[src/hw/ahb_mem_cfg.svh]
`ifndef AHB_MEM_CFG_SVH
`define AHB_MEM_CFG_SVH

////////////////////////////////////////////////////////////////////////////
// memory geometry
////////////////////////////////////////////////////////////////////////////

// storage depth in bytes
`define MEM_BYTES       256

// byte address width inside the memory
`define MEM_AW          8

// bus word
`define BUS_W           32
`define BUS_BYTES       4

////////////////////////////////////////////////////////////////////////////
// response codes and burst limits
////////////////////////////////////////////////////////////////////////////

// hresp encodings
`define HRESP_OKAY      2'b00
`define HRESP_ERROR     2'b01

// largest wrap block is sixteen word beats
`define MAX_WRAP_BYTES  64

`endif

[src/hw/ahb_mem_pkg.sv]
`include "ahb_mem_cfg.svh"

package ahb_mem_pkg;

    // one bus word seen whole or lane by lane
    typedef union packed
    {
        logic [`BUS_W-1:0]          word;
        logic [`BUS_BYTES-1:0][7:0] lanes;
    } bus_word_u;

    // transfer type on htrans
    typedef enum logic [1:0]
    {
        NONSEQ = 2'd0,
        SEQ    = 2'd1,
        BUSY   = 2'd2,
        IDLE   = 2'd3
    } htrans_e;

    // burst type on hburst
    typedef enum logic [2:0]
    {
        SINGLE = 3'd0,
        INCR   = 3'd1,
        WRAP4  = 3'd2,
        INCR4  = 3'd3,
        WRAP8  = 3'd4,
        INCR8  = 3'd5,
        WRAP16 = 3'd6,
        INCR16 = 3'd7
    } hburst_e;

    // codes above WORD are not supported
    typedef enum logic [2:0]
    {
        BYTE = 3'd0,
        HALF = 3'd1,
        WORD = 3'd2
    } hsize_e;

endpackage

[src/hw/burst_addr_gen.sv]
`include "ahb_mem_cfg.svh"

module burst_addr_gen
(
    input  logic             clk,
    input  logic             hresetn,
    input  logic             beat_valid,
    input  logic [`MEM_AW:0] beat_addr,
    input  logic [2:0]       beat_size,
    input  logic [2:0]       beat_burst,
    output logic [`MEM_AW:0] byte_addr0,
    output logic [`MEM_AW:0] byte_addr1,
    output logic [`MEM_AW:0] byte_addr2,
    output logic [`MEM_AW:0] byte_addr3,
    output logic [`MEM_AW:0] next_addr
);

    localparam int WRAP_LG = $clog2(`MAX_WRAP_BYTES);

    logic               is_wrap;
    logic [2:0]         size_lg;
    logic [2:0]         beats_lg;
    logic [3:0]         size_bytes;
    logic [WRAP_LG:0]   blk_bytes;
    logic [`MEM_AW:0]   wrap_mask;
    logic [`MEM_AW:0]   next_comb;
    logic [`MEM_AW:0]   next_hold;

    // bits under the mask wrap while the rest stay fixed
    function automatic logic [`MEM_AW:0] wrap_step
    (
        input logic [`MEM_AW:0] base,
        input logic [3:0]       delta,
        input logic [`MEM_AW:0] mask
    );
        return (base & ~mask) | ((base + delta) & mask);
    endfunction

    ////////////////////////////////////////////////////////////////////////////
    // wrap block size
    ////////////////////////////////////////////////////////////////////////////

    // illegal sizes are error beats and only need a defined value
    assign size_lg    = (beat_size > ahb_mem_pkg::WORD) ? 3'd2 : beat_size;
    assign size_bytes = 4'd1 << size_lg;

    always_comb
    begin
        is_wrap  = 1'b1;
        beats_lg = 3'd0;
        case (beat_burst)
            ahb_mem_pkg::WRAP4:  beats_lg = 3'd2;
            ahb_mem_pkg::WRAP8:  beats_lg = 3'd3;
            ahb_mem_pkg::WRAP16: beats_lg = 3'd4;
            default:             is_wrap  = 1'b0;
        endcase
    end

    // beats times size
    assign blk_bytes = (WRAP_LG+1)'(1) << (beats_lg + size_lg);

    // an all-ones mask turns the step into a plain increment
    assign wrap_mask = is_wrap ? (`MEM_AW+1)'(blk_bytes - 1'b1) : '1;

    ////////////////////////////////////////////////////////////////////////////
    // byte and next beat addresses
    ////////////////////////////////////////////////////////////////////////////

    assign byte_addr0 = wrap_step(beat_addr, 4'd0, wrap_mask);
    assign byte_addr1 = wrap_step(beat_addr, 4'd1, wrap_mask);
    assign byte_addr2 = wrap_step(beat_addr, 4'd2, wrap_mask);
    assign byte_addr3 = wrap_step(beat_addr, 4'd3, wrap_mask);
    assign next_comb  = wrap_step(beat_addr, size_bytes, wrap_mask);

    always_ff @(posedge clk)
    begin
        if (!hresetn)
            next_hold <= '0;
        else if (beat_valid)
            next_hold <= next_comb;
    end

    // back to back SEQ beat takes the fresh value
    assign next_addr = beat_valid ? next_comb : next_hold;

    // wrap bursts have to start inside memory
    assert property (@(posedge clk) disable iff (!hresetn)
        (beat_valid && is_wrap) |-> beat_addr < `MEM_BYTES)
    else
        $error("wrap burst starts outside memory");

endmodule

[config.mk]
export PLATFORM = sky130hd
export DESIGN_NAME = burst_addr_gen
export DESIGN_NICKNAME = d
export VERILOG_FILES = /design/src/hw/ahb_mem_pkg.sv /design/src/hw/burst_addr_gen.sv
export VERILOG_INCLUDE_DIRS = /design/src /design/src/hw
export SDC_FILE = /design/constraint.sdc
export NUM_CORES = 1
export LEC_CHECK = 0
export BUFFER_PORTS_ARGS = -buffer_cell sky130_fd_sc_hd__buf_4
export CAP_MARGIN = 20
export CORE_AREA = 2 2 100 54
export DETAILED_ROUTE_END_ITERATION = 10
export DIE_AREA = 0 0 102 56
export GPL_ROUTABILITY_DRIVEN = 1
export PLACE_DENSITY_LB_ADDON = 0.12
export SETUP_SLACK_MARGIN = 0.3
export SYNTH_ARGS = -nofsm -noshare
export SYNTH_HDL_FRONTEND = slang
export SYNTH_SLANG_ARGS = --single-unit
[constraint.sdc]
create_clock -name clk -period 9.3 [get_ports clk]
set_input_delay 0.93 -clock clk [delete_from_list [all_inputs] [get_ports clk]]
set_output_delay 0.93 -clock clk [all_outputs]
set_load 0.005 [all_outputs]
Word-level counts from Yosys, hierarchy flattened

Cells that the tools add are included.

Bitwise logic cells: 12
$add $sub $neg: 6
Mux-type cells: 5
Reduce and logical (&&, ||, !) cells: 1
Equal/unequal tests: 3
$lt $le $gt $ge: 1
Shift operators: 2

Operators by type and width:

| kind                  | count |
|---|---|
| $and A9 B9 Y9         | 6 |
| $or A9 B9 Y9          | 5 |
| $add A9 B2 Y9 const B | 2 |
| $mux W9               | 2 |
| $add A9 B1 Y9 const B | 1 |
| $add A9 B4 Y9         | 1 |
| $not A9 Y9            | 1 |
| $pmux W3 S3           | 1 |
| $sub A7 B1 Y8 const B | 1 |
| $shl A1 B3 Y7 const A | 1 |
| $eq A3 B3 Y1 const B  | 2 |
| $shl A1 B3 Y4 const A | 1 |
| $add A3 B3 Y3         | 1 |
| $eq A3 B2 Y1 const B  | 1 |
| $gt A3 B2 Y1 const B  | 1 |
| $mux W3               | 1 |
| $reduce_or A3 Y1      | 1 |
| $mux W1               | 1 |

Bits in registers: 9
Input bits: 18
Output and inout bits: 45
Word-level logic and storage cells: 31

Longest topological paths before layout

Depth in word-level cells: 10
Mapped depth: 16
Depth with buffers taken out: 14

Worst setup path before layout

No wires, ideal clock.

Path kind: input-to-output
Start point: in beat_size[1]
End point: out next_addr[4]
Path slack: 4.510 ns
Stages on the path: 16
Data arrival time: 3.860 ns
Buffers on the path: 2
Cell sequence: or2_2 inv_1 and2_1 ha_1 inv_1 fa_1 buf_2 xor2_1 nand3_1 ha_1 clkbuf_1 a2bb2oi_1 a41oi_1 o21ai_2 mux2i_1 or3_1

Word-level cells in the longest chain between the ends: 10
Elaborated cells on any way between the ends: 13

RTL lines:

| element        | line                 | RTL |
|---|---|---|
| from (decl)    | burst_addr_gen.sv:9  | `input logic [2:0] beat_size,` |
| $gt A3 B2 Y1   | burst_addr_gen.sv:44 | `assign size_lg = (beat_size > ahb_mem_pkg::WORD) ? 3'd2 : beat_size;` |
| $mux W3 *      | burst_addr_gen.sv:44 |  |
| $add A3 B3 Y3  | burst_addr_gen.sv:60 | `assign blk_bytes = (WRAP_LG+1)'(1) << (beats_lg + size_lg);` |
| $shl A1 B3 Y7  | burst_addr_gen.sv:60 |  |
| $sub A7 B1 Y8  | burst_addr_gen.sv:63 | `` assign wrap_mask = is_wrap ? (`MEM_AW+1)'(blk_bytes - 1'b1) : '1; `` |
| $mux W9        | burst_addr_gen.sv:63 |  |
| $not A9 Y9     | burst_addr_gen.sv:36 | `return (base & ~mask) \| ((base + delta) & mask);` |
| $and A9 B9 Y9  | burst_addr_gen.sv:36 |  |
| $or A9 B9 Y9 * | burst_addr_gen.sv:36 |  |
| $mux W9 *      | burst_addr_gen.sv:84 | `assign next_addr = beat_valid ? next_comb : next_hold;` |
| to (decl)      | burst_addr_gen.sv:15 | `` output logic [`MEM_AW:0] next_addr `` |

Every way passes the cells marked *; elsewhere a longest branch is shown, timed or not.

Worst setup path after layout

Same ends and word-level chain as after synthesis.

==> summary.txt <==
Critical path, cell by cell -> buf_4, or2_2, inv_1, and2_1, ha_1, inv_1, fa_1, xor2_1, nand3_1, ha_1, a2bb2oi_1, a41oi_1, o21ai_2, mux2i_1, or3_1, buf_4
DRT iter0 DRCs -> 75
First drt pass iteration count -> 4
Clk_skew -> 0 ns
Pin count of the biggest net entering global routing -> 24
Placer Congestion -> 0.8684
P_leak -> 0.9766 nW
Synth Flop Type -> dfxtp_1
Worst setup EP type -> output port
Status -> finished clean
Area Overhead vs Synth -> 30.15%
Synth Register Bits -> 9
Antenna diodes -> 0
Largest fanout on the critical path -> 15
Max-slew violation count -> 0
Cts hold-fix bufs -> 0
Part of the cycle the worst path needs -> 56.27%
Tmin final -> 5.233 ns
Die width -> 102 um
Int Power -> 0.1301 mW
Critical Path RT -> 8.37 ns
Antenna Violating Nets Remaining -> 0
Avg Cell Area, Syn -> 7.467 um2
Power Dens Cells -> 98.43 nW/um2
Maxcap violations -> 0
Grt ovf -> 0
CTS clk-pin slew, worst paths -> 0.05 ns
CTS resizes -> 0
Net Sw Power -> 0.07940 mW
Max H-tree Level -> 1
CP Launch Type -> primary input
Hold Fails Final Rpt -> 0
Most frequent cells in the layout -> buf_4, nand2_1, nor2_1, a21oi_1, xnor2_1
Port Buf Inserts -> 62
Layout cells sized above 1 -> 31.80%
Placement row count -> 18
Final-stage net count -> 296
Peak Freq -> 0.1911 GHz
Largest registers -> next_hold (9)
Setup CP Type -> primary input to output port
# setup viols final -> 0
Vias per cell -> 4.879
Routed WL per cell -> 14.56 um
# IOs -> 63
TritonCTS Buffers -> 3
Root Buffer -> clkbuf_8
Worst path slowest cell -> fa_1
Syn Inst Count -> 219
Setup TNS -> 0 ns
Clock power frac -> 23.2%
Die height -> 56 um
Post-layout instance area -> 2128 um2
Skew-Pair Late Insertion Delay -> 0.24 ns
Syn nets -> 253
# Post-CTS Setup Buffers -> 0
Post-Route WL -> 4.821 mm
CTS tree -> built
Max reg flops -> 9
Final design utilization -> 44.58%
Count of cell types in the netlist -> 54
Core ar. -> 4775 um2
Global-route wire length before repair -> 7.562 mm
GR Util All Layers -> 17.03%
DRC errors left -> 0
Combinational Power Share -> 56.4%
CTS Buffer Depth -> 2
Biggest register -> next_hold
Slowest stage delay, CP -> 0.57 ns
Post-DP HPWL -> 3.902 mm
Max IR drop VDD -> 48.32 uV
Most common cell after layout, fill and taps aside -> buf_4
Initial antenna violation count -> 0
Crit path arrival time -> 4.30 ns
Slew headroom -> 60.05%
Sequential power share -> 20.4%
Die area -> 5712 um2
Fill cell count -> 511
Placed Area -> 2083 um2
Post-synth EDFFs -> 0
Initial core utilization -> 34.25%
YS warnings -> 0
Synth Cell Area -> 1635 um2
RSZ-0062 raised after global routing -> false
Vias -> 1615
Sw Share -> 37.90%
Min-Delay Path Class -> flop to flop
Hold slack -> 0.4722 ns
Top cell type's share of synthesized area -> 11.02%
Vias in the first global route -> 1459
Leading area contributor after synthesis -> dfxtp_1
Power after layout -> 0.2095 mW
Seq/Total Area, Yosys -> 11.02%
Clock sink count -> 9
Top cells by area, synth -> dfxtp_1, ha_1, xnor2_1, xor2_1, a21oi_1
Worst Max-Slew Pin Slew -> 0.5942 ns
Async SR Flop Fraction -> 0%
[critical path: cells and delay by family]
kind | cells | cell delay, ns
buffers and inverters | 4 | 0.40
AO/OA/AOI/OAI | 3 | 0.57
adder cells (fa/ha/maj) | 3 | 1.04
AND/OR/NAND/NOR | 4 | 0.93
multiplexers | 1 | 0.16
XOR/XNOR | 1 | 0.27
[Yosys cell counts (3+ instances only)]
cell type and n:
ha_1 14, buf_4 3, dfxtp_1 9, or2_2 5, and2_1 4, o21ai_0 3
nand3_1 6, a211oi_1 4, xnor2_1 15, xor2_1 14, nand4_1 6, nor2_1 16
nor2b_1 3, nand3b_1 4, clkbuf_1 17, buf_2 3, a21oi_1 16, mux2i_1 5
o211ai_1 3, inv_1 8, nand2_1 17
[metrics by stage]
step,worst slack [ns],instances
after global routing,3.797,331
after detailed placement,4.071,327
after global placement,4.152,327
after CTS,4.067,331
after floorplan,4.510,219
final,4.067,331
[per-layer routing]
layer | part of all wire (%) | GRT usage (%) | up-vias
li1 | - | - | 836
met4 | 0.60 | 3.429 | 0
met3 | 5.6 | 3.894 | 4
met2 | 36 | 21.99 | 53
met1 | 58 | 27.59 | 722
met5 | 0 | 0 | -
[path summary, 6_finish.rpt]
| kind | depth (start not counted) | to | from | slack, ns |
|---|---|---|---|---|
| worst max-delay path | 16 | next_addr[4] | beat_size[1] | 4.07 |
| worst min-delay path | 2 | next_hold[2] | next_hold[2] | 0.47 |
| worst max register to register | 2 | next_hold[4] | next_hold[4] | 8.55 |
| worst min register to register | 2 | next_hold[2] | next_hold[2] | 0.47 |
[area by class of cell]
cell class	instances	area (um2)	area share, %
Inverter	9	33.78	1.587
Clock buffer	4	45.04	2.116
Timing Repair Buffer	62	465.4	21.87
Multi-Input combinational cell	177	1316	61.85
Tap cell	70	87.58	4.115
Sequential cell	9	180.2	8.466
[kinds of logic (layout without fill, tap and decap cells)]
| kind of cell | Yosys count | count (layout) | share of synthesized area, % |
|---|---|---|---|
| AO/OA/AOI/OAI | 47 | 47 | 20.96 |
| XOR/XNOR | 29 | 29 | 15.53 |
| adder cells (fa/ha/maj) | 16 | 16 | 13.16 |
| buffers and inverters | 33 | 75 | 8.492 |
| flip-flops | 9 | 9 | 11.02 |
| multiplexers | 9 | 9 | 6.274 |
| other | 1 | 1 | 0.2293 |
| AND/OR/NAND/NOR | 75 | 75 | 24.33 |
[power by group through the flow]
stage	Combinational [mW]	Sequential [mW]	Clock (mW)
after detailed placement	0.118	0.0436	0
after floorplan	0.0707	0.0434	0
after CTS	0.119	0.0428	0.0505
after global routing	0.130	0.0431	0.0515
after global placement	0.117	0.0435	0
final	0.118	0.0428	0.0485
Power figures use the tool's default switching activity.
