<file path="src/hw/ahb_mem_cfg.svh">
`ifndef AHB_MEM_CFG_SVH
`define AHB_MEM_CFG_SVH

////////////////////////////////////////////////////////////////////////////
// memory geometry
////////////////////////////////////////////////////////////////////////////

// storage depth in bytes
`define MEM_BYTES       256

// byte address width inside the memory
`define MEM_AW          8

// bus word
`define BUS_W           32
`define BUS_BYTES       4

////////////////////////////////////////////////////////////////////////////
// response codes and burst limits
////////////////////////////////////////////////////////////////////////////

// hresp encodings
`define HRESP_OKAY      2'b00
`define HRESP_ERROR     2'b01

// largest wrap block is sixteen word beats
`define MAX_WRAP_BYTES  64

`endif

</file>
<file path="src/hw/ahb_mem_pkg.sv">
`include "ahb_mem_cfg.svh"

package ahb_mem_pkg;

    // one bus word seen whole or lane by lane
    typedef union packed
    {
        logic [`BUS_W-1:0]          word;
        logic [`BUS_BYTES-1:0][7:0] lanes;
    } bus_word_u;

    // transfer type on htrans
    typedef enum logic [1:0]
    {
        NONSEQ = 2'd0,
        SEQ    = 2'd1,
        BUSY   = 2'd2,
        IDLE   = 2'd3
    } htrans_e;

    // burst type on hburst
    typedef enum logic [2:0]
    {
        SINGLE = 3'd0,
        INCR   = 3'd1,
        WRAP4  = 3'd2,
        INCR4  = 3'd3,
        WRAP8  = 3'd4,
        INCR8  = 3'd5,
        WRAP16 = 3'd6,
        INCR16 = 3'd7
    } hburst_e;

    // codes above WORD are not supported
    typedef enum logic [2:0]
    {
        BYTE = 3'd0,
        HALF = 3'd1,
        WORD = 3'd2
    } hsize_e;

endpackage

</file>
<file path="src/hw/ahb_resp_gen.sv">
`include "ahb_mem_cfg.svh"

module ahb_resp_gen
(
    input  logic                   clk,
    input  logic                   hresetn,
    input  logic                   beat_valid,
    input  logic                   beat_err,
    input  logic                   beat_write,
    input  ahb_mem_pkg::bus_word_u rd_word,
    output logic                   hready,
    output logic [1:0]             hresp,
    output logic [`BUS_W-1:0]      hrdata
);

    logic valid_q;
    logic err_q;
    logic write_q;

    // status stage in step with the memory access
    always_ff @(posedge clk)
    begin
        if (!hresetn)
        begin
            valid_q <= 1'b0;
            err_q   <= 1'b0;
        end
        else
        begin
            valid_q <= beat_valid;
            err_q   <= beat_err;
        end
    end

    always_ff @(posedge clk)
    begin
        write_q <= beat_write;
    end

    ////////////////////////////////////////////////////////////////////////////
    // response stage
    ////////////////////////////////////////////////////////////////////////////

    always_ff @(posedge clk)
    begin
        if (!hresetn)
        begin
            hready <= 1'b0;
            hresp  <= `HRESP_OKAY;
            hrdata <= '0;
        end
        else
        begin
            hready <= valid_q;
            hresp  <= err_q ? `HRESP_ERROR : `HRESP_OKAY;
            // data only on a good read
            if (valid_q && !err_q && !write_q)
                hrdata <= rd_word.word;
            else
                hrdata <= '0;
        end
    end

    // ERROR never shows without the ready strobe
    assert property (@(posedge clk) disable iff (!hresetn)
        (hresp == `HRESP_ERROR) |-> hready)
    else
        $error("ERROR response while hready is low");

endmodule

</file>
<file path="config.mk">
export PLATFORM = sky130hd
export DESIGN_NAME = ahb_resp_gen
export DESIGN_NICKNAME = d
export VERILOG_FILES = /design/src/hw/ahb_mem_pkg.sv /design/src/hw/ahb_resp_gen.sv
export VERILOG_INCLUDE_DIRS = /design/src /design/src/hw
export SDC_FILE = /design/constraint.sdc
export NUM_CORES = 1
export LEC_CHECK = 0
export BUFFER_PORTS_ARGS = -buffer_cell sky130_fd_sc_hd__buf_2
export CAP_MARGIN = 30
export CORE_MARGIN = 5
export CORE_UTILIZATION = 39
export DETAILED_ROUTE_END_ITERATION = 10
export HOLD_SLACK_MARGIN = 0.02
export PLACE_DENSITY = 0.73
export REMOVE_ABC_BUFFERS = 1
export SLEW_MARGIN = 10
export SYNTH_ARGS = -nofsm -noshare
export SYNTH_HDL_FRONTEND = slang
export SYNTH_SLANG_ARGS = --single-unit
</file>
<file path="constraint.sdc">
create_clock -name clk -period 1.2 [get_ports clk]
set_clock_uncertainty 0.05 [all_clocks]
set_input_delay 0.24 -clock clk [delete_from_list [all_inputs] [get_ports clk]]
set_output_delay 0.24 -clock clk [all_outputs]
set_load 0.01 [all_outputs]
</file>
Word level (Yosys, flattened, before mapping)
Cells that the tools add are included.

storage, ports and cells
  register bits = 38
  latch bits = 0
  memory bits (writable) = 0
  memory bits (read-only) = 0
  bits of input ports = 37
  word-level logic and storage cells = 12
  memories kept = 0

operators by class
  add/sub/neg operators = 0
  $mul = 0
  divide/modulo/power cells = 0
  order comparisons = 0
  equality and inequality tests = 0
  shift-type cells = 0
  multiplexer cells = 1
  bitwise operators = 0
  reductions and logical operators = 5

operators by type and width
  kind                 number
  logical AND 1 bit    2
  logical NOT 1 bit    2
  AND reduction 2 bit  1
  2-to-1 mux 1 bit     1

Logic depth before layout (Yosys ltp)
Gate-level depths: netlist of run 1.

  depth in word-level cells = 4
  mapped depth = 3
  depth with buffers taken out = 2

Worst setup path after synthesis of run 1
Ideal clock, no wire load.

  kind = flip-flop to flip-flop
  start point = reg write_q
  end point = reg hrdata[29]
  arrival = 0.804 ns
  path slack = 0.230 ns
  cell stages (with the launch flop) = 4
  clock period less this slack = 0.970 ns
  cell sequence = dfxtp_1 and4bb_4 buf_6 and2_2

on the way
  cells in the longest elaborated chain, start to end = 3

ends and longest elaborated chain
  what                                  line                source
  start, declared                       ahb_resp_gen.sv:18  logic write_q;
  start signal, assigned                ahb_resp_gen.sv:37  write_q <= beat_write;
  logical NOT 1 bit                     ahb_resp_gen.sv:57  if (valid_q && !err_q && !write_q)
  logical AND 1 bit                     ahb_resp_gen.sv:57
  AND reduction 2 bit (no source line)  --
  end signal, assigned                  ahb_resp_gen.sv:58  hrdata <= rd_word.word;
  end, declared                         ahb_resp_gen.sv:13  output logic [`BUS_W-1:0] hrdata

No other way between the ends.
A chain may end at the register's enable or synchronous reset.

Worst setup path in the final report of run 1
  start point = reg write_q
  end point = reg hrdata[7]

The elaborated chain is that of the path after synthesis.

==> results of run 1 <==
-- kinds of logic after synthesis --
logic type,count (synthesis)
buffers and inverters,4
other,1
DFF,37
and+or+nand+nor,37
-- cells in the mapped netlist, drive strengths merged --
master	instances	area, um^2
and4bb	1	16.3
buf	4	41.3
dfxtp	37	741
and2	36	234
conb	1	3.75
-- power groups by stage --
stage	clock network (mW)	registers, mW	logic (mW)
6_report	0.593	1.26	0.106
5_1_grt	0.665	1.26	0.119
4_1_cts	0.625	1.26	0.108
3_5_place_dp	0	1.28	0.104
3_3_place_gp	0	1.28	0.103
2_1_floorplan	0	1.29	0.0205
-- routing by layer --
layer | global-route usage | share of wire | vias to the layer above
li1 | - | - | 381
met1 | 0.116 | 0.37 | 299
met2 | 0.184 | 0.47 | 42
met3 | 0.0545 | 0.15 | 3
met4 | 0.0636 | 0.013 | 0
met5 | 0 | 0 | -
-- path summary, 6_finish.rpt --
kind | startpoint | to | slack [ns]
max | write_q | hrdata[7] | 0.11
min | rd_word[17] | hrdata[17] | 0.05
max reg2reg | write_q | hrdata[7] | 0.11
min reg2reg | err_q | hresp[0] | 0.40
-- cell type report --
cell class                      count  area, um^2
Tap cell                           30        37.5
Clock buffer                        6        41.3
Clock inverter                      2        10.0
Timing Repair Buffer               71         360
Sequential cell                    37         741
Multi-Input combinational cell     38         254
Fill cell                         211        1060
-- sequential cells by signal (all words and copies together) (netlist names) --
register  cells
hrdata       32
err_q         1
hready        1
hresp         1
valid_q       1
write_q       1
-- per-stage QoR --
| step | instances | util | total power, mW | instance area, um^2 | setup slack, ns |
|---|---|---|---|---|---|
| floorplan | 75 | - | 1.31 | 995 | 0.224 |
| global placement | 175 | 0.553 | 1.39 | 1380 | 0.138 |
| detailed placement | 175 | 0.553 | 1.39 | 1380 | 0.111 |
| CTS | 184 | 0.578 | 1.99 | 1440 | 0.0856 |
| global route | 184 | 0.578 | 2.04 | 1440 | 0.0356 |
| finish | 184 | 0.578 | 1.95 | 1440 | 0.108 |
==> metrics.yaml, run 1 <==
status: "finished, final reports clean"
r2r.worst_path.cells: 2
p_leak_nw: 0.784
cts_resized: 0
drc: 0
p_int_mw: 1.54
maxClockFrequency_ghz: 0.916
cp.arrival_ns: 1.31
clkPwrFrac: 0.303
p_per_area_nw_per_um2: 1350
synth_top_family_by_area: "simple AND/OR/NAND/NOR gates"
p_seq_frac: 0.643
fp.dieW_um: 61.5
synth_mux_area_frac: 0
io_pins: 72
min_path_cells: 2
die_area_um2: 3790
min_period_ns: 1.09
syn_inst: 79
vdd_drop_max_uv: 1020
fp.dieH_um: 61.5
setup_viol: 0
cpPeakStageDelay_ns: 0.50
cp.depth: 2
area_delta_synth_final_pct: 39.4
path_max_fanout: 32
synth_compound_area_frac: 0
required_ns: 1.42
post-cts-setup-buffers: 0
crit_chain: "and4bb_4 -> and2_2"
crit_type: "reg2reg"
drive_gt1_frac: 0.552
vias_per_cell: 3.94
syn_avg_cell_area_um2: 13.1
grt_pass1_wl_mm: 3.01
final_common_cell: "buf_2"
synth_xor_area_frac: 0
netSwitchingPower_mw: 0.413
clockBufferDepth: 2
critPathLaunchType: "register"
synth-simple-area-share: 0.242
place_congestion: 0.692
dp_hpwl_mm: 1.56
cts_sinks: 37
final_cell_mix: "70 x buf_2, 37 x dfxtp_1, 29 x and2_1"
fp-row-count: 18
routed_wl_mm: 2.03
cp_top_family: "simple AND/OR/NAND/NOR gates"
via_count: 725
io_buffers: 70
min_path_type: "in2reg"
crit_path_end_kind: "register"
period_share: 0.910
nNetsFinal: 190
htreeDepth: 2
combPwrFrac: 0.054
synth_warnings: 0
rsz0062_at_grt: "false"
grt_max_degree: 33
swShare: 0.211
antenna_found_initial: 0
path_buf_inv: 0
hold_viol: 0
cts_tree: "yes"
wire_per_inst_um: 11.1
ys_ff_latch: 37
cts_hold_buf: 1
slew_violations: 0
synth_area_um2: 1040
dr.pass1.iters: 3
critPathSlowestCell: "and4bb_4"
grt_use_total: 0.112
synthAdderAreaFrac: 0
ys_seq_area_frac: 0.715
drt_iter0_markers: 14
coreArea_um2: 2500
tns_ns: 0
cts_buffers: 5
ant_nets: 0
antenna_cells: 0
clk_pin_slew_worst_paths_ns: 0.11
max_cap_violations: 0
initial_core_util: 0.414
cts_root_buf: "clkbuf_4"
synth.distinct_cells: 7
clk_latency_ns: 0.33
whs_ns: 0.0532
grt.overflow.total: 0
grt_pass1_vias: 746
(Power assumes the default switching activity.)
==> run 2, diff against run 1 <==
--- a/config.mk
+++ b/config.mk
@@ -6,14 +6,14 @@
 export SDC_FILE = /design/constraint.sdc
 export NUM_CORES = 1
 export LEC_CHECK = 0
-export BUFFER_PORTS_ARGS = -buffer_cell sky130_fd_sc_hd__buf_2
 export CAP_MARGIN = 30
 export CORE_MARGIN = 5
-export CORE_UTILIZATION = 39
+export CORE_UTILIZATION = 57
 export DETAILED_ROUTE_END_ITERATION = 10
+export DONT_BUFFER_PORTS = 1
 export HOLD_SLACK_MARGIN = 0.02
-export PLACE_DENSITY = 0.73
-export REMOVE_ABC_BUFFERS = 1
+export PLACE_DENSITY = 0.69
+export SKIP_CTS_REPAIR_TIMING = 1
 export SLEW_MARGIN = 10
 export SYNTH_ARGS = -nofsm -noshare
 export SYNTH_HDL_FRONTEND = slang
==> run 2 against run 1 <==
Net effect: die area decreased by 27%; clock power is 45% higher; fmax shrank 0.34%; global-route usage up 0.64 points; sequential power about the same; worst hold slack better by 0.29 ns; non-clock buffer count is 35 lower; critical path type unchanged; register-to-register slack about the same; wire length grew 7.8%; utilization grew 27 points.
==> metrics.yaml, run 2 (synthesis results as in run 1) <==
routed_wl_mm: 2.19  # was 2.03 mm
rsz0062_at_grt: "false"  # unchanged
p_per_area_nw_per_um2: 1530  # was 1350 nW/um^2
fp.dieH_um: 52.6  # was 61.5 um
grt_max_degree: 33  # unchanged
cts_root_buf: "clkbuf_4"  # unchanged
cts_tree: "yes"  # unchanged
cts_sinks: 37  # unchanged
vias_per_cell: 4.38  # was 3.94
ant_nets: 0  # unchanged
period_share: 0.913  # was 0.910
max_cap_violations: 0  # unchanged
drc: 0  # unchanged
min_period_ns: 1.10  # was 1.09 ns
min_path_type: "in2reg"  # unchanged
final_util: 0.852  # was 0.578
setup_viol: 0  # unchanged
antenna_found_initial: 0  # unchanged
cts_buffers: 5  # unchanged
coreArea_um2: 1730  # was 2500 um^2
r2r_slack_ns: 0.10  # was 0.11 ns
htreeDepth: 2  # unchanged
crit_path_end_kind: "register"  # unchanged
grt_pass1_vias: 480  # was 746
fp.dieW_um: 52.6  # was 61.5 um
tns_ns: 0  # unchanged
slew_violations: 0  # unchanged
crit_type: "reg2reg"  # unchanged
status: "finished, final reports clean"  # unchanged
grtUsageMet3: 0.0912  # was 0.0545
io_buffers: 0  # was 70
final_area_um2: 1470  # was 1440 um^2
antenna_cells: 0  # unchanged
grt_util_met2: 0.182  # was 0.184
placed_cell_area_um2: 1030  # was 1380 um^2
reg2reg_from: "write_q"  # unchanged
nNetsFinal: 155  # was 190
die_area_um2: 2770  # was 3790 um^2
largest_reg_flops: 32  # unchanged
worstSetupEndpoint: "hrdata[30]"  # was hrdata[7]
hold_viol: 0  # unchanged
p_total_mw: 2.25  # was 1.95 mW
path_max_fanout: 32  # unchanged
grt.overflow.total: 0  # unchanged
required_ns: 1.41  # was 1.42 ns
io_pins: 72  # unchanged
final_cell_mix: "37 x dfxtp_1, 36 x dlygate4sd3_1, 29 x and2_1"  # was 70 x buf_2, 37 x dfxtp_1, 29 x and2_1
drt_iter0_markers: 3  # was 14
maxClockFrequency_ghz: 0.912  # was 0.916 GHz
area_delta_synth_final_pct: 42.0  # was 39.4%
synth_nets: 116
pre_cts_slack_ns: 0.123  # was 0.111 ns
vdd_drop_max_uv: 1380  # was 1020 uV
whs_ns: 0.346  # was 0.0532 ns
regMostFlops: "hrdata"  # unchanged
cp.arrival_ns: 1.31  # about the same
clockBufferDepth: 2  # unchanged
wire_per_inst_um: 15.2  # was 11.1 um
place_congestion: 0.586  # was 0.692
clk_latency_ns: 0.31  # was 0.33 ns
post-route-worst-setup-slack_ns: 0.104  # was 0.108 ns
r2r.worst_path.cells: 2  # unchanged
dpl.cell_count: 100  # was 175
critPathLaunchType: "register"  # unchanged
top_usage_layer: "met2"  # unchanged
via_count: 631  # was 725
grt_pass1_wl_mm: 2.24  # was 3.01 mm
stdcell_count: 144  # was 184
met1_usage: 0.107  # was 0.116
dr.pass1.iters: 4  # was 3
initial_core_util: 0.600  # was 0.414
clk_pin_slew_worst_paths_ns: 0.10  # was 0.11 ns
grt_use_total: 0.118  # was 0.112
p_leak_nw: 0.615  # was 0.784 nW
fp-row-count: 15  # was 18
startpoint: "write_q"  # unchanged
drive_gt1_frac: 0.126  # was 0.552
r2r_end: "hrdata[30]"  # was hrdata[7]
final_common_cell: "dfxtp_1"  # was buf_2
run 2: cell count changes in the layout (fill, tap and decap cells not counted):
cell,previous run,this run
buf_2,70,0
bufinv_16,0,1
clkbuf_8,0,1
clkinv_2,2,0
dlygate4sd3_1,1,36
run 2: critical path: stages (launching register included):
cell and delay (ns):
dfxtp_1 0.30, and4bb_4 0.50, and2_1 0.18
run 2: final cells by class:
type / instances / area, um^2
clock buffer: 7 / 55.1
clock inverter: 1 / 30.0
fill: 85 / 255
multi-input combinational: 38 / 254
sequential: 37 / 741
tap: 25 / 31.3
timing repair buffer: 36 / 360
run 2: how the worst min path moves through the flow:
stage	from	end	slack (ns)	depth (start not counted)
3_5_place_dp	beat_write	write_q	0.22	0
2_1_floorplan	beat_write	write_q	0.22	0
6_report	hresetn	hrdata[11]	0.35	2
4_1_cts	beat_write	write_q	-0.11	0
5_1_grt	hresetn	hrdata[14]	0.34	2
3_3_place_gp	beat_write	write_q	0.22	0
run 2: layer usage:
layer / vias to the layer above / share of wire
li1: 314 / -
met1: 272 / 0.35
met2: 43 / 0.53
met3: 2 / 0.11
met4: 0 / 0.0059
met5: - / 0
run 2: power breakdown:
group / switching [mW] / leakage [nW] / internal [mW]
clock network: 0.365 / 0.0455 / 0.498
logic: 0.0268 / 0.270 / 0.0909
registers: 0.0178 / 0.300 / 1.25
total: 0.409 / 0.615 / 1.84
==> run 3, diff against run 2 <==
--- a/config.mk
+++ b/config.mk
@@ -7,6 +7,7 @@
 export NUM_CORES = 1
 export LEC_CHECK = 0
 export CAP_MARGIN = 30
+export CORE_ASPECT_RATIO = 0.75
 export CORE_MARGIN = 5
 export CORE_UTILIZATION = 57
 export DETAILED_ROUTE_END_ITERATION = 10
==> run 3 against run 2 <==
Net effect: sequential power hardly changed; fmax decreased by 2.1%; non-clock buffer count is the same; count of clock-buffer cells in the layout down 2; clock power rose by 19%; cell count shrank 2.1%; highest routed layer unchanged.
==> metrics.yaml, run 3 (synthesis results as in run 1) <==
min_path_cells: 2  # unchanged
grt_max_degree: 33  # unchanged
drt_iter0_markers: 6  # was 3
cts_sinks: 37  # unchanged
dr.pass1.iters: 2  # was 4
reg2reg_from: "write_q"  # unchanged
hold_viol: 0  # unchanged
max_cap_violations: 0  # unchanged
synth_nets: 116  # unchanged
min_path_type: "in2reg"  # unchanged
nNetsFinal: 155  # unchanged
drive_gt1_frac: 0.134  # was 0.126
r2r_slack_ns: 0.08  # was 0.10 ns
via_count: 654  # was 631
post-route-worst-setup-slack_ns: 0.0804  # was 0.104 ns
setup_viol: 0  # unchanged
critPathLaunchType: "register"  # unchanged
grt_pass1_wl_mm: 2.30  # was 2.24 mm
cts_buffers: 5  # unchanged
holdPathEnd: "hrdata[22]"  # was hrdata[11]
path_max_fanout: 32  # unchanged
die_area_um2: 2780  # was 2770 um^2
r2r.worst_path.cells: 2  # unchanged
antenna_cells: 0  # unchanged
pre_cts_slack_ns: 0.105  # was 0.123 ns
p_per_area_nw_per_um2: 1630  # was 1530 nW/um^2
vdd_drop_max_uv: 1560  # was 1380 uV
tns_ns: 0  # unchanged
htreeDepth: 2  # unchanged
largest_reg_flops: 32  # unchanged
crit_chain: "and4bb_4 -> and2_2"  # was and4bb_4 -> and2_1
stdcell_count: 141  # was 144
drc: 0  # unchanged
cts_root_buf: "clkbuf_4"  # unchanged
routed_wl_mm: 2.19  # about the same
r2r_end: "hrdata[16]"  # was hrdata[30]
slew_violations: 0  # unchanged
wire_per_inst_um: 15.5  # was 15.2 um
fp.dieW_um: 59.2  # was 52.6 um
cp.arrival_ns: 1.35  # was 1.31 ns
min_period_ns: 1.12  # was 1.10 ns
maxClockFrequency_ghz: 0.893  # was 0.912 GHz
grt.overflow.total: 0  # unchanged
final_cell_mix: "37 x dfxtp_1, 36 x dlygate4sd3_1, 29 x and2_1"  # unchanged
status: "finished, final reports clean"  # unchanged
fillCellCount: 87  # was 85
initial_core_util: 0.601  # was 0.600
vias_per_cell: 4.64  # was 4.38
clockBufferDepth: 2  # unchanged
critPathSlowestCell: "and4bb_4"  # unchanged
required_ns: 1.43  # was 1.41 ns
fp-row-count: 13  # was 15
clk_pin_slew_worst_paths_ns: 0.11  # was 0.10 ns
placed_cell_area_um2: 1020  # was 1030 um^2
clk_latency_ns: 0.32  # was 0.31 ns
cts_tree: "yes"  # unchanged
antenna_found_initial: 0  # unchanged
cpPeakStageDelay_ns: 0.51  # was 0.50 ns
grt_use_total: 0.124  # was 0.118
io_pins: 72  # unchanged
hp-start: "hresetn"  # unchanged
final_common_cell: "dfxtp_1"  # unchanged
fp.dieH_um: 46.9  # was 52.6 um
coreArea_um2: 1720  # was 1730 um^2
p_leak_nw: 0.625  # was 0.615 nW
regMostFlops: "hrdata"  # unchanged
crit_type: "reg2reg"  # unchanged
area_delta_synth_final_pct: 43.4  # was 42.0%
rsz0062_at_grt: "false"  # unchanged
place_congestion: 0.619  # was 0.586
grt_pass1_vias: 496  # was 480
final_area_um2: 1490  # was 1470 um^2
io_buffers: 0  # unchanged
period_share: 0.933  # was 0.913
ant_nets: 0  # unchanged
crit_path_end_kind: "register"  # unchanged
dpl.cell_count: 97  # was 100
## run 3: how the worst max path moves through the flow
stage	from	to	slack, ns	cells after the start
after floorplan	write_q	hrdata[29]	0.23	3
after global placement	write_q	hrdata[7]	0.14	2
after detailed placement	write_q	hrdata[31]	0.11	2
after CTS	write_q	hrdata[31]	0.08	2
after global routing	write_q	hrdata[19]	0.01	2
final	write_q	hrdata[16]	0.08	2
## run 3: metrics by stage
step	total power, mW	util	hold WS, ns
2_1_floorplan	1.32	-	0.218
5_1_grt	2.49	0.861	0.342
6_report	2.41	0.861	0.339
4_1_cts	2.33	0.652	-0.129
3_3_place_gp	1.32	0.593	0.218
3_5_place_dp	1.32	0.593	0.218
## run 3: layout make-up
type	count	area, um^2	area share
clock buffers	5	37.5	0.0253
well taps	22	27.5	0.0185
clock inverters	3	65.1	0.0438
flip-flops and latches	37	741	0.499
repair buffers	36	360	0.243
multi-input cells	38	254	0.171
## run 3: critical path: cells and delay by family, from the launching register on
kind	cells	cell delay, ns
DFF	1	0.32
and+or+nand+nor	2	0.71
## run 3: metal layers
metal	routed length, um	part of all wire	vias up	global-route usage
li1	-	-	313	-
met1	801	0.37	292	0.107
met2	1040	0.48	45	0.181
met3	322	0.15	4	0.107
met4	25	0.011	0	0.109
met5	0	0	-	0
## run 3: power breakdown
| part | internal, mW | leakage (nW) | total, mW | switching [mW] |
|---|---|---|---|---|
| Sequential | 1.25 | 0.300 | 1.27 | 0.0187 |
| Combinational | 0.0907 | 0.270 | 0.117 | 0.0258 |
| Clock | 0.645 | 0.0552 | 1.03 | 0.384 |
