[src/hw/ahb_mem_cfg.svh]
`ifndef AHB_MEM_CFG_SVH
`define AHB_MEM_CFG_SVH

////////////////////////////////////////////////////////////////////////////
// memory geometry
////////////////////////////////////////////////////////////////////////////

// storage depth in bytes
`define MEM_BYTES       256

// byte address width inside the memory
`define MEM_AW          8

// bus word
`define BUS_W           32
`define BUS_BYTES       4

////////////////////////////////////////////////////////////////////////////
// response codes and burst limits
////////////////////////////////////////////////////////////////////////////

// hresp encodings
`define HRESP_OKAY      2'b00
`define HRESP_ERROR     2'b01

// largest wrap block is sixteen word beats
`define MAX_WRAP_BYTES  64

`endif

[src/hw/ahb_mem_pkg.sv]
`include "ahb_mem_cfg.svh"

package ahb_mem_pkg;

    // one bus word seen whole or lane by lane
    typedef union packed
    {
        logic [`BUS_W-1:0]          word;
        logic [`BUS_BYTES-1:0][7:0] lanes;
    } bus_word_u;

    // transfer type on htrans
    typedef enum logic [1:0]
    {
        NONSEQ = 2'd0,
        SEQ    = 2'd1,
        BUSY   = 2'd2,
        IDLE   = 2'd3
    } htrans_e;

    // burst type on hburst
    typedef enum logic [2:0]
    {
        SINGLE = 3'd0,
        INCR   = 3'd1,
        WRAP4  = 3'd2,
        INCR4  = 3'd3,
        WRAP8  = 3'd4,
        INCR8  = 3'd5,
        WRAP16 = 3'd6,
        INCR16 = 3'd7
    } hburst_e;

    // codes above WORD are not supported
    typedef enum logic [2:0]
    {
        BYTE = 3'd0,
        HALF = 3'd1,
        WORD = 3'd2
    } hsize_e;

endpackage

[src/hw/ahb_beat_capture.sv]
`include "ahb_mem_cfg.svh"

module ahb_beat_capture
(
    input  logic                   clk,
    input  logic                   hresetn,
    input  logic                   hsel,
    input  logic                   hwrite,
    input  logic [1:0]             htrans,
    input  logic [2:0]             hburst,
    input  logic [2:0]             hsize,
    input  logic [`BUS_W-1:0]      haddr,
    input  logic [`BUS_W-1:0]      hwdata,
    input  logic [`MEM_AW:0]       next_addr,
    output logic                   beat_valid,
    output logic                   beat_err,
    output logic                   beat_write,
    output logic [`MEM_AW:0]       beat_addr,
    output logic [2:0]             beat_size,
    output logic [2:0]             beat_burst,
    output ahb_mem_pkg::bus_word_u beat_data
);

    // parking address for a NONSEQ far outside memory
    localparam logic [`MEM_AW:0] OUT_ADDR = `MEM_BYTES;

    logic                accept;
    logic                is_seq;
    logic                is_wrap;
    logic                size_ok;
    logic                range_err;
    logic                in_burst;
    logic [`MEM_AW:0]    start_addr;
    logic [3:0]          size_bytes;
    logic [`MEM_AW+1:0]  last_byte;

    ////////////////////////////////////////////////////////////////////////////
    // beat qualification and range check
    ////////////////////////////////////////////////////////////////////////////

    assign is_seq = htrans == ahb_mem_pkg::SEQ;
    assign accept = hsel && (is_seq || htrans == ahb_mem_pkg::NONSEQ);

    assign is_wrap = hburst == ahb_mem_pkg::WRAP4
                  || hburst == ahb_mem_pkg::WRAP8
                  || hburst == ahb_mem_pkg::WRAP16;

    assign size_ok    = hsize <= ahb_mem_pkg::WORD;
    assign size_bytes = size_ok ? 4'd1 << hsize : 4'd4;

    // SEQ continues from the previous beat
    always_comb
    begin
        if (is_seq)
            start_addr = next_addr;
        else if (haddr >= `MEM_BYTES)
            start_addr = OUT_ADDR;
        else
            start_addr = haddr[`MEM_AW:0];
    end

    // extra top bit keeps the sum from wrapping
    assign last_byte = {1'b0, start_addr} + size_bytes - 1'b1;

    // wrap blocks are aligned so only the start needs checking
    always_comb
    begin
        range_err = start_addr >= `MEM_BYTES;
        if (!is_wrap && last_byte >= `MEM_BYTES)
            range_err = 1'b1;
    end

    ////////////////////////////////////////////////////////////////////////////
    // beat register
    ////////////////////////////////////////////////////////////////////////////

    always_ff @(posedge clk)
    begin
        if (!hresetn)
        begin
            beat_valid <= 1'b0;
            beat_err   <= 1'b0;
            in_burst   <= 1'b0;
        end
        else
        begin
            beat_valid <= accept;
            beat_err   <= accept && (!size_ok || range_err);
            if (accept && !is_seq)
                in_burst <= hburst != ahb_mem_pkg::SINGLE;
            else if (hsel && htrans == ahb_mem_pkg::IDLE)
                in_burst <= 1'b0;
        end
    end

    // payload only moves on an accepted beat
    always_ff @(posedge clk)
    begin
        if (accept)
        begin
            beat_write     <= hwrite;
            beat_addr      <= start_addr;
            beat_size      <= hsize;
            beat_burst     <= hburst;
            beat_data.word <= hwdata;
        end
    end

    // a SEQ beat must follow a NONSEQ that opened a burst
    assert property (@(posedge clk) disable iff (!hresetn)
        (hsel && is_seq) |-> in_burst)
    else
        $error("SEQ beat without an open burst");

endmodule

[config.mk]
export PLATFORM = sky130hd
export DESIGN_NAME = ahb_beat_capture
export DESIGN_NICKNAME = d
export VERILOG_FILES = /design/src/hw/ahb_mem_pkg.sv /design/src/hw/ahb_beat_capture.sv
export VERILOG_INCLUDE_DIRS = /design/src /design/src/hw
export SDC_FILE = /design/constraint.sdc
export NUM_CORES = 1
export LEC_CHECK = 0
export ABC_AREA = 1
export BUFFER_PORTS_ARGS = -buffer_cell sky130_fd_sc_hd__buf_4
export CAP_MARGIN = 20
export CORE_AREA = 10 10 62 115
export DETAILED_ROUTE_END_ITERATION = 10
export DIE_AREA = 0 0 72 125
export HOLD_SLACK_MARGIN = 0.02
export PLACE_DENSITY_LB_ADDON = 0.05
export SYNTH_ARGS = -nofsm -noshare
export SYNTH_HDL_FRONTEND = slang
export SYNTH_SLANG_ARGS = --single-unit
[constraint.sdc]
create_clock -name clk -period 3.7 [get_ports clk]
set_input_delay 0.37 -clock clk [delete_from_list [all_inputs] [get_ports clk]]
set_output_delay 0.37 -clock clk [all_outputs]
set_load 0.1 [all_outputs]
Word level (Yosys, flattened, before mapping)
Cells that the tools add are included.
{"block": "classes", "shifts": 1, "magnitude_cmp": 4, "muxes": 4, "mul": 0, "bitwise": 0, "div_mod_pow": 0, "eq_ne": 4, "n_addsub": 2, "n_reduce_logical": 10}
{"operator": "$ge 32x9->1 const B", "count": 1}
{"operator": "$mux 9", "count": 2}
{"operator": "$add 9x4->10", "count": 1}
{"operator": "$ge 10x9->1 const B", "count": 1}
{"operator": "$sub 10x1->10 const B", "count": 1}
{"operator": "$ge 9x9->1 const B", "count": 1}
{"operator": "$eq 3x3->1 const B", "count": 2}
{"operator": "$logic_or 1x1->1", "count": 4}
{"operator": "$mux 4", "count": 1}
{"operator": "$shl 1x3->4 const A", "count": 1}
{"operator": "$eq 3x2->1 const B", "count": 1}
{"operator": "$le 3x2->1 const B", "count": 1}
{"operator": "$logic_and 1x1->1", "count": 3}
{"operator": "$eq 2x1->1 const B", "count": 1}
{"operator": "$logic_not 1->1", "count": 2}
{"operator": "$logic_not 2->1", "count": 1}
{"operator": "$mux 1", "count": 1}
{"block": "totals", "mem_bits_ro": 0, "latch_bits": 0, "mem_bits_rw": 0, "elab_cells": 32, "inputBits": 85, "ff_bits": 50, "n_memories": 0}

Longest topological paths before layout
Gate-level depths: netlist of run 1.
{"block": "depth", "depth_word": 10, "mapped_depth": 19}

Worst setup path before layout of run 1
Ideal clock, no wire load.
{"block": "synth_path", "path_type": "input-to-reg", "start": "input hsel", "end": "register beat_err", "arrival_ns": 2.897, "cell_stages": 4, "path_buffers": 0, "required_ns": 3.623, "slack_ns": 0.726, "cell_sequence": "inv_1 -> nor2_1 -> nand2_1 -> a21oi_2"}
{"block": "synth_between", "elab_chain_cells": 2}
{"item": "start, declared", "line_no": "ahb_beat_capture.sv:7", "source": "input logic hsel,"}
{"item": "$logic_and 1x1->1", "line_no": "ahb_beat_capture.sv:42", "source": "assign accept = hsel && (is_seq || htrans == ahb_mem_pkg::NONSEQ);"}
{"item": "net accept", "line_no": "ahb_beat_capture.sv:27", "source": "logic accept;"}
{"item": "$logic_and 1x1->1", "line_no": "ahb_beat_capture.sv:88", "source": "beat_err <= accept && (!size_ok || range_err);"}
{"item": "end signal, assigned", "line_no": "ahb_beat_capture.sv:88"}
{"item": "end, declared", "line_no": "ahb_beat_capture.sv:16", "source": "output logic beat_err,"}
The timed path passes the listed nets, and every way through them passes these cells.
A chain may end at the register's enable or synchronous reset.

Worst setup path in the final report of run 1
{"block": "layout_path", "start": "input haddr[12]", "end": "register beat_err"}
{"block": "layout_between", "elab_chain_cells": 10, "elab_cells_between_ends": 11}
{"item": "start, declared", "line_no": "ahb_beat_capture.sv:12", "source": "input logic [`BUS_W-1:0] haddr,"}
{"item": "$ge 32x9->1 (no source line) *"}
{"item": "$mux 9 *", "line_no": "ahb_beat_capture.sv:56", "source": "else if (haddr >= `MEM_BYTES)"}
{"item": "$mux 9 *", "line_no": "ahb_beat_capture.sv:54", "source": "if (is_seq)"}
{"item": "$add 9x4->10", "line_no": "ahb_beat_capture.sv:63", "source": "assign last_byte = {1'b0, start_addr} + size_bytes - 1'b1;"}
{"item": "$sub 10x1->10", "line_no": "ahb_beat_capture.sv:63"}
{"item": "$ge 10x9->1 (no source line)"}
{"item": "$logic_and 1x1->1 (no source line)"}
{"item": "$mux 1 *", "line_no": "ahb_beat_capture.sv:69", "source": "if (!is_wrap && last_byte >= `MEM_BYTES)"}
{"item": "$logic_or 1x1->1 *", "line_no": "ahb_beat_capture.sv:88"}
{"item": "$logic_and 1x1->1 *", "line_no": "ahb_beat_capture.sv:88"}
Mark *: on every way between the ends. The rest lies on a longest branch, timed or not.

==> results of run 1 <==
==> per-layer routing <==
metal,wire length [um],up-vias,part of all wire
li1,-,875,-
met1,2280,766,0.38
met3,503,8,0.084
met4,108,0,0.018
met5,0,-,0
met2,3110,72,0.52
==> cell families after synthesis <==
| kind of cell | share of synthesized area |
|---|---|
| compound gates | 0.0544 |
| fa+ha+maj | 0.0579 |
| simple gates | 0.152 |
| buf+inv | 0.0486 |
| other cells | 0.00174 |
| flops | 0.686 |
==> power by group <==
group	switching, uW	total (uW)	internal [uW]
Combinational	339	464	125
Sequential	9.58	670	660
Clock	175	306	131
Total	523	1440	916
==> layout by cell type, fill, tap and decap left out <==
cell,n
o21ai_2,1
clkinv_2,1
o21bai_1,2
nand4_2,1
nor2_1,16
nor3b_1,1
conb_1,1
nor2_4,3
inv_1,27
nand3_2,2
a21oi_1,4
nand2_2,1
ha_1,10
nand2_1,43
clkbuf_8,5
inv_6,1
buf_4,135
inv_2,1
edfxtp_1,48
nor2_2,3
dfxtp_1,2
nand3_1,3
o21a_1,7
a21oi_2,1
a211oi_2,1
==> final timing paths <==
check / cells after the start / to / slack (ns)
max: 19 / beat_err / 1.30
min: 1 / beat_write / 0.24
==> sequential cells by signal, summed over array words and instances, names as in the netlist <==
name / flops
beat_size: 3
beat_data: 32
beat_burst: 3
beat_valid: 1
beat_addr: 9
beat_err: 1
beat_write: 1
==> per-stage QoR <==
step	hold WS (ns)	util
3_5_place_dp	0.549	0.612
5_1_grt	0.218	0.627
4_1_cts	0.232	0.627
3_3_place_gp	0.549	0.612
2_1_floorplan	0.469	-
6_report	0.242	0.627
==> synthesized netlist by cell type (2+ instances only) <==
library cell  number
o21a_1             7
nand3_2            2
a21oi_1            4
dfxtp_1            2
ha_1              10
o21bai_1           2
nand3_1            3
nor2_1            17
edfxtp_1          48
nand2_1           43
nor2_4             2
inv_1             27
nor2_2             3
==> critical path, cell delays in order <==
cell and delay [ns]:
buf_4 0.11, nor2_1 0.10, nand2_1 0.07, nor2_2 0.14, nand3_1 0.28, o21a_1 0.29
ha_1 0.28, inv_1 0.04, ha_1 0.30, nand2_1 0.08, inv_1 0.04, nand3_1 0.07
nand2_1 0.05, nand2_1 0.07, nand2_1 0.05, nand2_1 0.07, nand3_2 0.07, nand2_2 0.07
a21oi_2 0.04
==> cell type report <==
type / count / area, um^2
Inverter: 28 / 105
Sequential cell: 50 / 1480
Clock buffer: 5 / 68.8
Fill cell: 462 / 1990
Timing Repair Buffer: 135 / 1010
Tap cell: 60 / 75.1
Clock inverter: 2 / 13.8
Multi-Input combinational cell: 100 / 582
==> impl_metrics.ini, run 1 <==
[status]
status = finished, final reports clean

[sta]
rsz0062_at_grt = no
hold_viol = 0
slew_viol_final = 0
fin_crit_ns = 2.40
max_freq_ghz = 0.417
setup_tns_ns = 0
worstMarginPinSlew_ns = 0.789
slew-limit-headroom = 0.472
period_share = 0.648
setup_viol_count_final = 0
finalWorstSetupSlack_ns = 1.30

[cells_and_area]
n_antenna_cell = 0
stdcell_area_um2 = 3340
final_layout_size_suffix_gt1_frac = 0.488
nets = 415
syn2layout_area_growth_pct = 54.5
layoutNonFillerInstCount = 380

[global_routing]
grt_max_degree = 30
antenna_found_initial = 0
gr-usage-met2 = 0.230
met1_usage = 0.137
grt_busiest_layer = met2
met3_usage = 0.0515
grt_pass1_vias = 1872
grt_pass1_wl_um = 9450
grt.total_usage = 0.132
overflow = 0

[clock_tree]
post_cts_buffers = 0
cts_made_buffers = 5
ctsHoldBuffers = 0
cts_tree = yes
cts_buffer_depth = 2
clkSinkCount = 50
ctsRootBufferMaster = clkbuf_8
postCtsResizedCells = 0
clk_pin_slew_worst_paths_ns = 0.09
h-tree-depth = 2

[die]
dieHeight_um = 125
initial_core_util = 0.406
io_pins = 135
dieWidth_um = 72
row_count = 38
fp.coreArea_um2 = 5330
dieArea_um2 = 9000

[worst_setup_path]
start_kind = input pin
cp.required_ns = 3.89
path_max_fanout = 8
crit_arrival_ns = 2.59
worstSetupPathType = input pin to flip-flop
setup.worst_path.end_class = flip-flop
cp-startpoint = haddr[12]

[synthesis]
synth_area_leader_cell = edfxtp_1
synth_area_per_cell_um2 = 12.1
ys.flop_type = edfxtp_1
synth-edff-count = 48
synth_area_leaders = edfxtp_1 67%, nand2_1 7.5%, ha_1 5.8%
synth.yosys.seq_area_share = 0.686
syn_area_um2 = 2160
synth-seq-cells = 50
syn-num-nets = 273
yosysUniqueCellTypes = 21
postSynthCellCount = 178
synth-async-reset-ratio = 0
yosysTopAreaCellShare = 0.667
ys_warn_count = 0

[worst_hold_path]
hp-start = hwrite
hp-class = input pin to flip-flop

[place]
port_buffers = 134
gp_congestion = 0.772
pre_cts_ws_ns = 0.964
placedCellCount = 373
placedInstanceArea_um2 = 3260
hpwlAfterDp_um = 5040

[detailed_routing]
wl_per_cell_um = 15.8
viasPerCell = 4.53
firstDrtPassIters = 4
wl_um = 6010
via_count = 1721
dr.first_iter.drc_count = 62
postRouteAntennaNets = 0
route.detailed.drc = 0

[power_and_ir_drop]
p_total_uw = 1440
p_leak_uw = 0.00160
powerDensity_nw_per_um2 = 431
ir_drop_uv = 435

[job]
drv_cap = 0
Note: power is estimated with default switching activity, not from simulation.
==> run 2, diff against run 1 <==
==> constraint.sdc (replaced) <==
create_clock -name clk -period 2.5 [get_ports clk]
set_input_delay 0.25 -clock clk [delete_from_list [all_inputs] [get_ports clk]]
set_output_delay 0.25 -clock clk [all_outputs]
set_load 0.1 [all_outputs]
==> impl_metrics.ini, run 2 (same netlist as run 1, synthesis figures left out) <==
[worst_hold_path]
hold_end = beat_data[10]
hp-class = input pin to flip-flop
hp-start = hwdata[10]
min_path_cells = 1

[detailed_routing]
wl_per_cell_um = 15.3
dr.first_iter.drc_count = 92
met2WireLength_um = 3070
postRouteAntennaNets = 0
viasPerCell = 4.57
top_layer = met4
met3_length_um = 547
firstDrtPassIters = 4
route.detailed.drc = 0
via_count = 1755
met1_length_um = 2130
wl_um = 5880

[worst_setup_path]
worstSetupPathType = input pin to flip-flop
cp-startpoint = haddr[12]
setup.worst_path.end_class = flip-flop
crit_arrival_ns = 2.30
path_max_fanout = 4
start_kind = input pin
cp.required_ns = 2.70

[cells_and_area]
final_core_util = 0.639
syn2layout_area_growth_pct = 57.5
nets = 418
top_regs = beat_data x32, beat_addr x9
mostFrequentLayoutCell = buf_4
n_antenna_cell = 0
largest_reg_flops = 32
layout_common_cells = 137 x buf_4, 48 x edfxtp_1, 43 x nand2_1, 27 x inv_1, 16 x nor2_1
regMostFlops = beat_data
final_layout_size_suffix_gt1_frac = 0.491

[place]
gp_congestion = 0.749
hpwlAfterDp_um = 4970
port_buffers = 134

[global_routing]
overflow = 0
grt_pass1_vias = 1828
antenna_found_initial = 0
grt_pass1_wl_um = 9140
grt.total_usage = 0.129
grt_max_degree = 31

[sta]
worstMarginPinSlew_ns = 0.603
setup_tns_ns = 0
rsz0062_at_grt = no
fin_crit_ns = 2.10
slew-limit-headroom = 0.597
hold_viol = 0
slew_viol_final = 0
max_freq_ghz = 0.476
period_share = 0.841
setup_viol_count_final = 0

[job]
drv_cap = 0

[die]
initial_core_util = 0.406
io_pins = 135
dieWidth_um = 72
dieArea_um2 = 9000
fp.coreArea_um2 = 5330
dieHeight_um = 125
row_count = 38

[power_and_ir_drop]
p_total_uw = 2240
powerDensity_nw_per_um2 = 659
p_leak_uw = 0.00163
p_clk_frac = 0.251
p_seq_frac = 0.442
p_sw_frac = 0.347
ir_drop_uv = 558
power_frac_comb = 0.307
p_sw_uw = 779
internal_power_uw = 1460

[clock_tree]
cts_made_buffers = 5
clk_pin_slew_worst_paths_ns = 0.09
postCtsResizedCells = 0
cts_buffer_depth = 2
ctsHoldBuffers = 0
cts_tree = yes
h-tree-depth = 2
ctsRootBufferMaster = clkbuf_8
clkSinkCount = 50
post_cts_buffers = 0

[status]
status = finished, final reports clean
## run 2: cell count changes in the layout (fill, tap and decap cells not counted), sizes merged
cell	delta
buf	+3
bufinv	+1
## run 2: layout make-up
type | count | area, um^2
clock buffer | 5 | 68.8
clock inverter | 3 | 42.5
fill | 457 | 1920
inverter | 28 | 105
multi-input combinational | 100 | 582
sequential | 50 | 1480
tap | 60 | 75.1
timing repair buffer | 138 | 1050
## run 2: metal layers
layer,global-route usage,vias to the layer above
li1,-,878
met1,0.132,794
met2,0.218,73
met3,0.0554,10
met4,0.0550,0
met5,0,-
## run 2: power by group through the flow
stage / registers [uW] / logic (uW) / clock network [uW]
finish: 991 / 689 / 563
global route: 996 / 723 / 618
CTS: 992 / 695 / 589
detailed placement: 1010 / 693 / 0
global placement: 1010 / 688 / 0
floorplan: 1400 / 91.9 / 0
## run 2: metrics by stage
| step | hold slack [ns] | area [um^2] | std cells | setup slack, ns |
|---|---|---|---|---|
| after floorplan | 0.349 | 2160 | 178 | 0.296 |
| after global placement | 0.429 | 3290 | 376 | 0.127 |
| after detailed placement | 0.429 | 3290 | 376 | 0.0716 |
| after CTS | 0.104 | 3400 | 384 | 0.394 |
| final | 0.118 | 3400 | 384 | 0.397 |
| after global routing | 0.0938 | 3400 | 384 | 0.165 |
## run 2: critical path, cell delays in order
cell	delay [ns]
buf_4	0.11
nor2_1	0.09
nand2_1	0.07
nor2_2	0.13
nand3_1	0.17
o21a_1	0.23
ha_1	0.27
inv_1	0.04
ha_1	0.32
nand2_1	0.08
inv_1	0.04
nand3_1	0.07
nand2_1	0.05
nand2_1	0.07
nand2_1	0.06
nand2_1	0.08
nand3_2	0.08
nand2_2	0.06
a21oi_2	0.04
## run 2: worst max-delay path by stage
| stage | end | cells after the start |
|---|---|---|
| after floorplan | beat_err | 18 |
| after global placement | beat_err | 19 |
| after detailed placement | beat_err | 19 |
| after CTS | beat_err | 19 |
| after global routing | beat_err | 19 |
| final | beat_err | 19 |
==> run 3, diff against run 2 <==
==> constraint.sdc (replaced) <==
create_clock -name clk -period 2 [get_ports clk]
set_input_delay 0.2 -clock clk [delete_from_list [all_inputs] [get_ports clk]]
set_output_delay 0.2 -clock clk [all_outputs]
set_load 0.1 [all_outputs]
==> impl_metrics.ini, run 3 (same netlist as run 1, synthesis figures left out) <==
[detailed_routing]
viasPerCell = 4.65
wl_um = 6410
postRouteAntennaNets = 0
firstDrtPassIters = 4
route.detailed.drc = 0
via_count = 1838
dr.first_iter.drc_count = 49
wl_per_cell_um = 16.2

[sta]
hold_viol = 0
slew_viol_final = 0
fin_crit_ns = 1.97
period_share = 0.983
setup_viol_count_final = 0
setup_tns_ns = 0
rsz0062_at_grt = yes
max_freq_ghz = 0.509

[place]
hpwlAfterDp_um = 5210
gp_congestion = 0.787
port_buffers = 134
placedCellCount = 384
placedInstanceArea_um2 = 3390

[die]
fp.coreArea_um2 = 5330
dieWidth_um = 72
dieArea_um2 = 9000
dieHeight_um = 125
io_pins = 135
row_count = 38
initial_core_util = 0.406

[cells_and_area]
nets = 430
final_layout_size_suffix_gt1_frac = 0.585
layout_common_cells = 142 x buf_4, 48 x edfxtp_1, 36 x nand2_1, 24 x inv_1, 12 x nor2_4
stdcell_area_um2 = 3620
mostFrequentLayoutCell = buf_4
layoutNonFillerInstCount = 395
regMostFlops = beat_data
final_core_util = 0.680
n_antenna_cell = 0
syn2layout_area_growth_pct = 67.6
largest_reg_flops = 32
top_regs = beat_data x32, beat_addr x9

[worst_setup_path]
cp_slowest_cell = ha_1
worstSetupPathType = input pin to flip-flop
crit_arrival_ns = 2.20
setup.worst_path.end_class = flip-flop
path_max_fanout = 4
start_kind = input pin
crit_top_cell = nand2_2
cp.required_ns = 2.23
cpPeakStageDelay_ns = 0.29
path_cells = buf_4 > nor2_2 > nand2_2 > nor2_4 > nand3_4 > o21a_1 > ha_1 > inv_2 > ha_4 > nand2_2 > inv_1 > nand3_1 > nand2_1 > nand2_2 > nand2_1 > nand2_1 > nand3_2 > nand2_2 > a21oi_2

[global_routing]
grt_pass1_wl_um = 9400
grt_pass1_vias = 1902
overflow = 0
grt_max_degree = 50
antenna_found_initial = 0
grt.total_usage = 0.132

[power_and_ir_drop]
ir_drop_uv = 624
p_total_uw = 2710
powerDensity_nw_per_um2 = 749
p_leak_uw = 0.00169

[worst_hold_path]
hp-start = hwdata[6]
hold_end = beat_data[6]
hp-class = input pin to flip-flop
min_path_cells = 1

[clock_tree]
cts_tree = yes
ctsRootBufferMaster = clkbuf_8
clk_pin_slew_worst_paths_ns = 0.09
cts_made_buffers = 5
h-tree-depth = 2
clkSinkCount = 50
cts_buffer_depth = 2

[job]
drv_cap = 0

[status]
status = finished, final reports clean
run 3: changes by cell type in the layout (fill, tap and decap cells not counted), moves of 5 or more:
cell,before,now
nand2_2,1,8
nor2_1,16,4
nand2_1,43,36
buf_4,137,142
buf_6,0,7
nor2_4,3,12
run 3: worst max-delay path by stage:
stage,startpoint,to,slack [ns],cells past startpoint
after floorplan,haddr[30],beat_err,-0.06,19
after detailed placement,haddr[17],beat_err,-0.31,20
after CTS,haddr[17],beat_err,0.02,20
final,haddr[12],beat_err,0.03,19
after global routing,haddr[24],beat_err,-0.11,19
after global placement,haddr[30],beat_err,-0.23,20
run 3: per-layer routing:
layer,vias to the layer above,wire length [um],global-route usage
met1,843,2150,0.130
met4,0,112,0.0481
met3,10,523,0.0554
met2,83,3630,0.235
li1,902,-,-
met5,-,0,0
run 3: through the flow:
stage	hold slack, ns	worst slack, ns
2_1_floorplan	0.299	-0.0622
3_3_place_gp	0.379	-0.234
3_5_place_dp	0.379	-0.310
4_1_cts	0.0611	0.0156
5_1_grt	0.0523	-0.106
6_report	0.0731	0.0348
run 3: repair_timing:
action,4_1_cts,5_1_grt
buffers inserted,0,4
gates resized for setup,0,35
setup endpoints to repair,0,1
hold buffers,0,0
run 3: power breakdown:
part / leakage [uW] / total [uW] / switching (uW) / internal, uW
logic: 0.00119 / 921 / 654 / 267
clock network: 0.0000444 / 553 / 311 / 242
registers: 0.000460 / 1240 / 17.3 / 1220
total: 0.00169 / 2710 / 983 / 1730
run 3: layout make-up:
type / count / area (um^2)
Fill cell: 432 / 1700
Sequential cell: 50 / 1480
Timing Repair Buffer: 150 / 1160
Multi-Input combinational cell: 100 / 712
Inverter: 28 / 105
Tap cell: 60 / 75.1
Clock buffer: 5 / 68.8
Clock inverter: 2 / 13.8
run 3: critical path: cells and delay by family:
family,cells,cell delay [ns]
AOI/OAI and AO/OA,2,0.33
adders and majority gates,2,0.56
buffers and inverters,3,0.20
and+or+nand+nor,12,0.90
